`config.mk`:
```
export PLATFORM = sky130hd
export DESIGN_NAME = digitizer_trigger
export DESIGN_NICKNAME = d
export VERILOG_FILES = /design/src/trigger_pkg.sv /design/src/digitizer_trigger.sv /design/src/record_buffer.sv /design/src/record_arbiter.sv /design/src/event_recorder.sv /design/src/trigger_core.sv
export SDC_FILE = /design/constraint.sdc
export NUM_CORES = 2
export LEC_CHECK = 0
export BUFFER_PORTS_ARGS = -buffer_cell sky130_fd_sc_hd__buf_2
export CAP_MARGIN = 30
export CORE_UTILIZATION = 60
export CTS_CLUSTER_SIZE = 12
export DETAILED_ROUTE_END_ITERATION = 8
export PLACE_DENSITY = 0.85
export SKIP_CTS_REPAIR_TIMING = 1
export SYNTH_ARGS = -nofsm -noshare
export SYNTH_HDL_FRONTEND = slang
export SYNTH_SLANG_ARGS = --single-unit
```
`constraint.sdc`:
```
create_clock -name ACLK -period 13.4 [get_ports ACLK]
set_clock_uncertainty 0.05 [all_clocks]
set_input_delay 3.35 -clock ACLK [delete_from_list [all_inputs] [get_ports ACLK]]
set_output_delay 3.35 -clock ACLK [all_outputs]
set_load 0.05 [all_outputs]
```
`src/trigger_pkg.sv`:
```
package trigger_pkg;

    // ###################################################################
    // Sizes
    // ###################################################################

    localparam int NUM_CHANNELS     = 2;
    localparam int SAMPLES_PER_BEAT = 4;
    localparam int SAMPLE_WIDTH     = 16;
    localparam int ADC_WIDTH        = 12;
    localparam int PAD_WIDTH        = SAMPLE_WIDTH - ADC_WIDTH;
    localparam int BEAT_WIDTH       = SAMPLES_PER_BEAT * SAMPLE_WIDTH;
    localparam int LEN_WIDTH        = 6;
    localparam int STRETCH_WIDTH    = LEN_WIDTH + 1;
    localparam int TIME_WIDTH       = 32;
    localparam int RECORD_LEN_WIDTH = 13;
    localparam int FIFO_DEPTH       = 16;
    localparam int PTR_WIDTH        = $clog2(FIFO_DEPTH);
    localparam int COUNT_WIDTH      = PTR_WIDTH + 1;

    // ###################################################################
    // Sample lanes
    // ###################################################################

    // The ADC code is left aligned in its lane, with the pad bits below it.
    typedef struct packed {
        logic signed [ADC_WIDTH-1:0] code;
        logic        [PAD_WIDTH-1:0] pad;
    } raw_code_s;

    typedef union packed {
        logic signed [SAMPLE_WIDTH-1:0] sample;
        raw_code_s                      raw;
    } sample_lane_u;

    // Lane 0 sits in the low bits and is the oldest sample of the beat.
    typedef struct packed {
        sample_lane_u [SAMPLES_PER_BEAT-1:0] lane;
    } sample_beat_s;

    // ###################################################################
    // Configuration and records
    // ###################################################################

    typedef struct packed {
        logic signed [SAMPLE_WIDTH-1:0] rise_threshold;
        logic signed [SAMPLE_WIDTH-1:0] fall_threshold;
        logic        [LEN_WIDTH-1:0]    pre_length;
        logic        [LEN_WIDTH-1:0]    post_length;
        logic signed [ADC_WIDTH-1:0]    sat_upper;
        logic signed [ADC_WIDTH-1:0]    sat_lower;
    } trigger_config_s;

    typedef struct packed {
        logic                        channel;
        logic [TIME_WIDTH-1:0]       start_time;
        logic [RECORD_LEN_WIDTH-1:0] length;
        logic                        saturated;
    } event_record_s;

endpackage
```
`src/digitizer_trigger.sv`:
```
`timescale 1ns/1ps

module digitizer_trigger
    import trigger_pkg::*;
(
    input  logic                                ACLK,
    input  logic                                reset,
    input  logic                                set_config,
    input  logic                                stop,
    input  logic            [NUM_CHANNELS-1:0]  sample_valid,
    input  sample_beat_s    [NUM_CHANNELS-1:0]  dsp_beat,
    input  sample_beat_s    [NUM_CHANNELS-1:0]  hg_beat,
    input  trigger_config_s                     trig_config,
    input  logic                                rd_en,
    output logic            [NUM_CHANNELS-1:0]  trigger,
    output logic            [NUM_CHANNELS-1:0]  saturation_flag,
    output event_record_s                       rd_record,
    output logic                                empty,
    output logic            [COUNT_WIDTH-1:0]   count,
    output logic                                overflow,
    output logic            [NUM_CHANNELS-1:0]  lost
);

    logic          [NUM_CHANNELS-1:0] pending;
    logic          [NUM_CHANNELS-1:0] grant;
    event_record_s [NUM_CHANNELS-1:0] record;
    logic                             wr_en;
    event_record_s                    wr_record;

    // ###################################################################
    // Per-channel trigger and recorder
    // ###################################################################

    for (genvar ch = 0; ch < NUM_CHANNELS; ch++) begin : g_channel
        trigger_core u_trigger_core (
            .ACLK            (ACLK),
            .reset           (reset),
            .set_config      (set_config),
            .stop            (stop),
            .sample_valid    (sample_valid[ch]),
            .dsp_beat        (dsp_beat[ch]),
            .hg_beat         (hg_beat[ch]),
            .trig_config     (trig_config),
            .trigger         (trigger[ch]),
            .saturation_flag (saturation_flag[ch])
        );

        event_recorder u_event_recorder (
            .ACLK            (ACLK),
            .reset           (reset),
            .channel_id      (1'(ch)),
            .trigger         (trigger[ch]),
            .saturation_flag (saturation_flag[ch]),
            .grant           (grant[ch]),
            .pending         (pending[ch]),
            .record          (record[ch]),
            .lost            (lost[ch])
        );
    end

    // ###################################################################
    // Shared record path
    // ###################################################################

    record_arbiter u_record_arbiter (
        .ACLK      (ACLK),
        .reset     (reset),
        .pending   (pending),
        .record    (record),
        .grant     (grant),
        .wr_en     (wr_en),
        .wr_record (wr_record)
    );

    record_buffer u_record_buffer (
        .ACLK      (ACLK),
        .reset     (reset),
        .wr_en     (wr_en),
        .wr_record (wr_record),
        .rd_en     (rd_en),
        .rd_record (rd_record),
        .empty     (empty),
        .count     (count),
        .overflow  (overflow)
    );

endmodule

```
`src/record_buffer.sv`:
```
`timescale 1ns/1ps

module record_buffer
    import trigger_pkg::*;
(
    input  logic                   ACLK,
    input  logic                   reset,
    input  logic                   wr_en,
    input  event_record_s          wr_record,
    input  logic                   rd_en,
    output event_record_s          rd_record,
    output logic                   empty,
    output logic [COUNT_WIDTH-1:0] count,
    output logic                   overflow
);

    event_record_s        mem [FIFO_DEPTH];
    logic [PTR_WIDTH-1:0] wr_ptr;
    logic [PTR_WIDTH-1:0] rd_ptr;
    logic                 full;
    logic                 do_write;
    logic                 do_read;

    assign full     = (count == COUNT_WIDTH'(FIFO_DEPTH));
    assign empty    = (count == '0);
    assign do_write = wr_en && !full;
    assign do_read  = rd_en && !empty;

    always_ff @(posedge ACLK) begin
        if (do_write) begin
            mem[wr_ptr] <= wr_record;
        end
    end

    // Pointers wrap naturally since the depth is a power of two.
    always_ff @(posedge ACLK) begin
        if (reset) begin
            wr_ptr   <= '0;
            rd_ptr   <= '0;
            count    <= '0;
            overflow <= 1'b0;
        end else begin
            if (do_write) begin
                wr_ptr <= wr_ptr + 1'b1;
            end
            if (do_read) begin
                rd_ptr <= rd_ptr + 1'b1;
            end
            case ({do_write, do_read})
                2'b10:   count <= count + 1'b1;
                2'b01:   count <= count - 1'b1;
                default: count <= count;
            endcase
            if (wr_en && full) begin
                overflow <= 1'b1;
            end
        end
    end

    assign rd_record = mem[rd_ptr];

endmodule

```
`src/record_arbiter.sv`:
```
`timescale 1ns/1ps

module record_arbiter
    import trigger_pkg::*;
(
    input  logic                               ACLK,
    input  logic                               reset,
    input  logic          [NUM_CHANNELS-1:0]   pending,
    input  event_record_s [NUM_CHANNELS-1:0]   record,
    output logic          [NUM_CHANNELS-1:0]   grant,
    output logic                               wr_en,
    output event_record_s                      wr_record
);

    logic rr_ptr;
    logic both_pending;

    assign both_pending = &pending;

    // With a single request the grant goes straight through. On a tie the
    // pointer picks the channel.
    always_comb begin
        grant = '0;
        if (both_pending) begin
            grant[rr_ptr] = 1'b1;
        end else begin
            grant = pending;
        end
    end

    assign wr_en     = |pending;
    assign wr_record = grant[1] ? record[1] : record[0];

    // The pointer moves only on a tie, so the loser is served next cycle.
    always_ff @(posedge ACLK) begin
        if (reset) begin
            rr_ptr <= 1'b0;
        end else if (both_pending) begin
            rr_ptr <= !rr_ptr;
        end
    end

endmodule

```
`src/event_recorder.sv`:
```
`timescale 1ns/1ps

module event_recorder
    import trigger_pkg::*;
(
    input  logic          ACLK,
    input  logic          reset,
    input  logic          channel_id,
    input  logic          trigger,
    input  logic          saturation_flag,
    input  logic          grant,
    output logic          pending,
    output event_record_s record,
    output logic          lost
);

    logic [TIME_WIDTH-1:0]       timestamp;
    logic                        trigger_d;
    logic                        trigger_rise;
    logic                        trigger_fall;
    logic                        accept;
    logic [TIME_WIDTH-1:0]       start_time;
    logic [RECORD_LEN_WIDTH-1:0] length_count;
    logic                        sat_seen;

    assign trigger_rise = trigger && !trigger_d;
    assign trigger_fall = !trigger && trigger_d;

    // A finished window is taken if the hold slot is free or being granted.
    assign accept = trigger_fall && (!pending || grant);

    always_ff @(posedge ACLK) begin
        if (reset) begin
            timestamp <= '0;
            trigger_d <= 1'b0;
        end else begin
            timestamp <= timestamp + 1'b1;
            trigger_d <= trigger;
        end
    end

    // Length saturates at its maximum rather than wrapping.
    always_ff @(posedge ACLK) begin
        if (trigger_rise) begin
            start_time   <= timestamp;
            length_count <= RECORD_LEN_WIDTH'(1);
            sat_seen     <= saturation_flag;
        end else if (trigger) begin
            if (length_count != '1) begin
                length_count <= length_count + 1'b1;
            end
            sat_seen <= sat_seen || saturation_flag;
        end
    end

    always_ff @(posedge ACLK) begin
        if (reset) begin
            pending <= 1'b0;
            lost    <= 1'b0;
        end else if (accept) begin
            pending <= 1'b1;
        end else if (trigger_fall) begin
            lost <= 1'b1;
        end else if (grant) begin
            pending <= 1'b0;
        end
    end

    // The flag lags the trigger by a cycle, so it is sampled once more here.
    always_ff @(posedge ACLK) begin
        if (accept) begin
            record.channel    <= channel_id;
            record.start_time <= start_time;
            record.length     <= length_count;
            record.saturated  <= sat_seen || saturation_flag;
        end
    end

endmodule

```
`src/trigger_core.sv`:
```
`timescale 1ns/1ps

module trigger_core
    import trigger_pkg::*;
(
    input  logic            ACLK,
    input  logic            reset,
    input  logic            set_config,
    input  logic            stop,
    input  logic            sample_valid,
    input  sample_beat_s    dsp_beat,
    input  sample_beat_s    hg_beat,
    input  trigger_config_s trig_config,
    output logic            trigger,
    output logic            saturation_flag
);

    logic [SAMPLES_PER_BEAT-1:0] rise_over;
    logic [SAMPLES_PER_BEAT-1:0] rise_over_prev;
    logic [SAMPLES_PER_BEAT-1:0] fall_under;
    logic [SAMPLES_PER_BEAT-1:0] sat_lane;
    logic                        crossing;
    logic                        hit_d1;
    logic                        end_d1;
    logic                        clear;
    logic                        window;
    logic [STRETCH_WIDTH-1:0]    stretch_load;
    logic [STRETCH_WIDTH-1:0]    stretch_count;
    logic                        sat_d1;
    logic                        sat_d2;
    logic                        sat_d3;

    // A new configuration restarts the trigger logic just like a reset.
    assign clear = reset || set_config;

    // ###################################################################
    // Hit detection
    // ###################################################################

    // The processed stream is read as signed samples, the high-gain stream
    // as left aligned ADC codes.
    always_comb begin
        for (int i = 0; i < SAMPLES_PER_BEAT; i++) begin
            rise_over[i]  = dsp_beat.lane[i].sample > trig_config.rise_threshold;
            fall_under[i] = dsp_beat.lane[i].sample < trig_config.fall_threshold;
            sat_lane[i]   = (hg_beat.lane[i].raw.code >= trig_config.sat_upper) ||
                            (hg_beat.lane[i].raw.code <= trig_config.sat_lower);
        end
    end

    // Only the first beat of a run above threshold counts as a crossing.
    assign crossing = (&rise_over) && !(&rise_over_prev);

    always_ff @(posedge ACLK) begin
        if (reset) begin
            rise_over_prev <= '0;
            hit_d1         <= 1'b0;
            end_d1         <= 1'b0;
        end else begin
            hit_d1 <= sample_valid && (crossing || (|sat_lane));
            end_d1 <= sample_valid && (&fall_under);
            if (sample_valid) begin
                rise_over_prev <= rise_over;
            end
        end
    end

    // ###################################################################
    // Trigger window and stretch
    // ###################################################################

    // Set wins over clear, so a saturating beat that is also below the
    // falling threshold still opens a window.
    always_ff @(posedge ACLK) begin
        if (clear) begin
            window <= 1'b0;
        end else if (hit_d1 && !stop) begin
            window <= 1'b1;
        end else if (end_d1) begin
            window <= 1'b0;
        end
    end

    assign stretch_load = STRETCH_WIDTH'(trig_config.pre_length) +
                          STRETCH_WIDTH'(trig_config.post_length);

    // The counter is held at its load value while the window is open and
    // runs down once it closes.
    always_ff @(posedge ACLK) begin
        if (clear) begin
            stretch_count <= '0;
        end else if (window) begin
            stretch_count <= stretch_load;
        end else if (stretch_count != '0) begin
            stretch_count <= stretch_count - 1'b1;
        end
    end

    assign trigger = window || (stretch_count != '0);

    // ###################################################################
    // High-gain saturation
    // ###################################################################

    always_ff @(posedge ACLK) begin
        if (clear) begin
            sat_d1 <= 1'b0;
            sat_d2 <= 1'b0;
            sat_d3 <= 1'b0;
        end else begin
            sat_d1 <= sample_valid && (|sat_lane);
            sat_d2 <= sat_d1;
            sat_d3 <= sat_d2;
        end
    end

    assign saturation_flag = sat_d3;

endmodule

```
# Yosys cells after proc, flatten, opt, wreduce, memory -nomap -nowiden
# Memories as Yosys holds them, arrays and structs flattened. A register that Yosys moved wholly into a read port is not among the register bits.
# Index checks and enable logic that the tools add are counted.
[totals]
reg_bits = 303
ramBits = 752
inputBits = 331
memories = 1
[classes]
add_sub_neg = 11
n_reduce_logical = 77
eq_ne = 7
n_mux = 27
bitwise_logic = 2
magnitude_cmp = 34
[mem_list]
columns = ["name", "depth", "word_bits", "read_ports", "rd_ports_with_merged_regs", "wr", "line", "source"]
rows = [
  ["u_record_buffer.mem", 16, 47, 1, 1, 1, "record_buffer.sv:17", "event_record_s mem [FIFO_DEPTH];"],
]
[ops]
columns = ["op", "count"]
rows = [
  ["> comparator 16 bit", 8],
  ["< comparator 16 bit", 8],
  [">= comparator 12 bit", 8],
  ["less-or-equal comparator 12 bit", 8],
  ["adder 32 x 1 -> 32 bit (second input constant)", 2],
  ["two-way mux 47 bit", 1],
  ["two-way mux 7 bit", 4],
  ["adder 13 x 1 -> 13 bit (second input constant)", 2],
  ["inequality test 13 bit (second input constant)", 2],
  ["AND reduction 4 bit", 6],
  ["logical AND 1 bit", 20],
  ["nonzero test 2 bit", 9],
  ["logical OR 1 bit", 17],
  ["two-way mux 1 bit", 17],
  ["AND reduction 2 bit", 7],
  ["nonzero test 7 bit", 2],
  ["subtractor 7 x 1 -> 7 bit (second input constant)", 2],
  ["logical NOT 1 bit", 12],
  ["one-hot mux 5 bit (2 select lines)", 1],
  ["adder 4 x 1 -> 4 bit (second input constant)", 2],
  ["two-way mux 4 bit", 2],
  ["OR reduction 4 bit", 2],
  ["adder 6 x 6 -> 7 bit", 1],
  ["adder 5 x 1 -> 5 bit (second input constant)", 1],
  ["12 further kinds", 14],
]

# Depth between registers and ports, before layout
[logic_depth]
ltp_word = 9
depth_mapped = 13
mapped_depth_nobuf = 12

# Hierarchy
# Synthesis repeated with hierarchy kept, for this count alone.
[hier_totals]
cells_unflattened = 3480
hier_area_um2 = 51067.7
[by_module_without_submodules]
columns = ["mod", "seq_area_each_um2", "cells_per_inst", "n_inst", "area_per_inst_um2"]
rows = [
  ["record_buffer", 22942.0, 1281, 1, 29115.4],
  ["event_recorder", 3363.2, 338, 2, 4652.0],
  ["trigger_core at g_channel[0].u_trigger_core", 340.3, 731, 1, 6000.8],
  ["trigger_core at g_channel[1].u_trigger_core", 340.3, 729, 1, 5919.4],
  ["record_arbiter", 20.0, 61, 1, 720.7],
  ["digitizer_trigger", 0.0, 2, 1, 7.5],
]

# Least setup slack after synthesis
# No wires, ideal clock.
[synth_timing]
kind = "reg-to-output"
from = "register with a tool-made name"
to = "output port rd_record[26] in the netlist's numbering"
setup_slack_ns = 7.723
t_arrival_ns = 2.277
path_stages_with_launch = 6
required_time_ns = 10.000
path_cell_list = "dfxtp_1 -> clkbuf_1 -> buf_2 -> buf_2 -> mux4_2 -> mux4_2"
[synth_rtl]
columns = ["item", "line", "source"]
rows = [
  ["end, declared", "digitizer_trigger.sv:17", "output event_record_s rd_record,"],
]

==> results.yml <==
status:
  status: "finished, final reports clean"
clock_tree:
  cts_tree: "done"
  clkSlewWorstSetupHoldPaths_ps: 60
  cts_htree_levels: 3
  cts-root-buf: "clkbuf_16"
  clkLatencyLatePin_ps: 670
  cts_buffers: 100
  cts_sinks: 1059
  cts_buffer_depth: 3
yosys:
  yosys_warnings: 0
  syn_area_sq_um: 49740
  seq_area_frac_synth_pct: 60.93
  netlist-cell-type-count: 79
  ys.flop_type: "edfxtp_1"
  synth-edff-count: 910
  ys_ff_latch: 1059
  async_reset_ff_share_pct: 0
  syn_inst: 3197
  synth_nets: 3991
  avgSynthCellArea_sq_um: 15.56
power:
  p_int_mw: 6.777
  p_sw_share_pct: 31.92
  power_leakage_nw: 20.52
  switchingPower_mw: 3.177
  power_frac_comb_pct: 27.2
  p_clk_share_pct: 27.1
  p_per_area_nw_per_um2: 177.6
  p_seq_share_pct: 45.6
  vdd_drop_max_mv: 0.1559
timing:
  worstMarginPinSlew_ps: 1063
  rsz0062_at_grt: "false"
  period_share_pct: 53.09
  hold_viol: 0
  layout_setup_ws_ps: 6286
  setup_viol: 0
  drv_slew: 0
  max_freq_ghz: 0.1406
  max-slew-margin-rel_pct: 29.13
  fin_crit_ps: 7114
  fin_setup_tns_ps: 0
finish:
  fillers: 5166
  layout-drive-gt1-share_pct: 22.67
  nets: 4399
  area_delta_synth_final_pct: 12.66
critical_path:
  worst-setup-path-type: "reg2out"
  crit_path_start_kind: "flip-flop"
  cp_data_arrival_time_ps: 3710
  required_ps: 10000
  end_kind: "output pin"
  crit_path_max_fanout: 113
grt:
  overflow: 0
  first_global_vias: 32443
  antenna_found_initial: 24
  grt_first_pass_wirelength_um: 203700
  grt_max_degree: 123
  grt_usage_pct: 33.07
routing:
  dr.pass1.iters: 6
  viasPerCell: 6.594
  route.detailed.drc: 0
  via_count: 31406
  routed_wl_um: 139100
  postRouteAntennaNets: 0
  initialDrtViolationCount: 2703
  wl_per_cell_um: 29.20
placement:
  dp_worst_setup_slack_ps: 6831
  hpwl_um: 82280
  gp_congestion: 0.9387
  port-buffer-count: 358
die:
  chipHeight_um: 289.9
  die_w_um: 289.9
  io-pin-count: 391
  num_rows: 105
  start_util_pct: 60.58
  die_area_sq_um: 84060
  core_sq_um: 82110
hold_path:
  min_path_type: "reg2reg"
flow_run:
  drv_cap: 0
==> synthesized netlist by cell type, types with 3 or more instances <==
cell type / count / area (sq um)
o21ai_0: 70 / 350.3
o21a_1: 6 / 45.04
a31oi_1: 6 / 37.54
nand2_1: 95 / 356.6
nand3_1: 67 / 335.3
and4_1: 13 / 113.9
a21boi_0: 3 / 22.52
buf_2: 19 / 95.09
xnor2_1: 28 / 245.2
clkbuf_1: 54 / 202.7
dfxtp_1: 149 / 2983
xor2_1: 63 / 551.8
a211o_1: 3 / 26.28
a21o_1: 65 / 488.0
a211oi_1: 29 / 217.7
and3_1: 18 / 112.6
a311oi_1: 4 / 35.03
mux4_2: 235 / 5293
and2_1: 7 / 43.79
mux2_2: 50 / 563.0
buf_4: 6 / 45.04
or4_1: 5 / 37.54
o31ai_1: 3 / 22.52
ha_1: 461 / 5768
nor3_1: 39 / 195.2
nor2_1: 199 / 747.0
nor2b_1: 37 / 231.5
nand3b_1: 3 / 22.52
buf_1: 6 / 22.52
o22ai_1: 7 / 43.79
o211ai_1: 22 / 165.2
mux2i_1: 12 / 120.1
a21oi_1: 162 / 810.8
inv_1: 120 / 450.4
nand4_1: 106 / 663.1
o2111ai_1: 4 / 35.03
nand2b_1: 17 / 106.4
nor4_1: 13 / 81.33
or3_1: 18 / 112.6
edfxtp_1: 910 / 27330
o21bai_1: 6 / 45.04
or2_2: 7 / 43.79
a2111oi_0: 7 / 61.31
==> cell families after synthesis <==
family                     share of synthesized area (%)
AOI/OAI and AO/OA                                  5.298
xor gates and xnor gates                           1.602
adders and majority gates                          11.68
buffers and inverters                              1.663
DFF                                                60.93
muxes                                              12.01
and+or+nand+nor                                    6.812
==> critical path, stage by stage (launching register included) <==
cell	delay, ps
dfxtp_4	700
buf_12	650
mux4_2	660
mux4_2	550
buf_2	240
==> layout by cell type, fill, tap and decap left out, types with 37 or more instances in the layout <==
master	synthesis	routed
nor2_1	199	186
dfxtp_1	149	145
clkbuf_16	0	104
ha_1	461	461
edfxtp_1	910	910
mux2_2	50	50
nand3_1	67	67
mux4_2	235	235
nand4_1	106	106
nand2_1	95	94
clkbuf_1	54	65
nor2b_1	37	37
buf_2	19	357
inv_1	120	120
o21ai_0	70	70
a21o_1	65	65
a21oi_1	162	162
xor2_1	63	63
==> sequential cells by signal, indices dropped and copies added (netlist names), named ones only <==
name / count
g_channel.u_event_recorder.length_count: 26
g_channel.u_event_recorder.lost: 2
g_channel.u_event_recorder.pending: 2
g_channel.u_event_recorder.record: 92
g_channel.u_event_recorder.sat_seen: 2
g_channel.u_event_recorder.start_time: 64
g_channel.u_event_recorder.timestamp: 64
g_channel.u_event_recorder.trigger_d: 2
g_channel.u_trigger_core.end_d1: 2
g_channel.u_trigger_core.hit_d1: 2
g_channel.u_trigger_core.rise_over_prev: 8
g_channel.u_trigger_core.sat_d1: 2
g_channel.u_trigger_core.sat_d2: 2
g_channel.u_trigger_core.saturation_flag: 2
g_channel.u_trigger_core.stretch_count: 14
g_channel.u_trigger_core.window: 2
u_record_arbiter.rr_ptr: 1
u_record_buffer.count: 5
u_record_buffer.mem: 752
u_record_buffer.overflow: 1
u_record_buffer.rd_ptr: 4
u_record_buffer.wr_ptr: 4
==> path summary, 6_finish.rpt <==
check,startpoint,to,slack [ps],cells after the start
max,flip-flop,rd_record[34],6290,4
min,g_channel[1].u_event_recorder.start_time[1]$_DFFE_PP_,g_channel[1].u_event_recorder.record[15]$_DFFE_PP_,350,0
max reg2reg,g_channel[1].u_event_recorder.pending$_SDFFE_PP0P_,u_record_buffer.mem[9][31]$_DFFE_PP_,10010,5
min reg2reg,g_channel[1].u_event_recorder.start_time[1]$_DFFE_PP_,g_channel[1].u_event_recorder.record[15]$_DFFE_PP_,350,0
==> metal layers <==
| metal | GRT usage, % | part of all wire [%] | up-vias |
|---|---|---|---|
| met2 | 59.87 | 52 | 1917 |
| met3 | 6.005 | 8.1 | 438 |
| met1 | 37.33 | 34 | 15489 |
| met4 | 16.96 | 5.5 | 28 |
| met5 | 0 | 0.14 | - |
| li1 | - | - | 13534 |
==> power by group through the flow <==
stage / sequential, mW / clock, mW / combinational [mW]
6_report: 4.54 / 2.70 / 2.71
5_1_grt: 4.56 / 2.83 / 2.88
4_1_cts: 4.55 / 2.71 / 2.70
3_5_place_dp: 4.59 / 0 / 2.64
3_3_place_gp: 4.55 / 0 / 2.55
2_1_floorplan: 4.52 / 0 / 1.92
==> per-stage QoR <==
step	hold slack [ps]	cell area (sq um)	util [%]	instances	total power [mW]
6_report	351.4	56040	68.25	4763	9.954
5_1_grt	364.5	56030	68.24	4760	10.28
4_1_cts	354.7	55930	68.11	4749	9.959
3_5_place_dp	354.5	52910	64.44	4569	7.223
3_3_place_gp	350.4	52870	64.38	4567	7.102
2_1_floorplan	350.3	49740	-	3197	6.441
==> area by class of cell <==
cell class,instances,area [sq um],share of cell area (%)
sequential,1059,30320,54.11
clock inverter,9,145.1,0.2590
timing repair buffer,392,2165,3.863
tap,1070,1339,2.389
multi-input combinational,1932,18730,33.42
antenna,10,25.02,0.04465
inverter,120,450.4,0.8038
clock buffer,171,2868,5.117
Power figures use the tool's default switching activity.
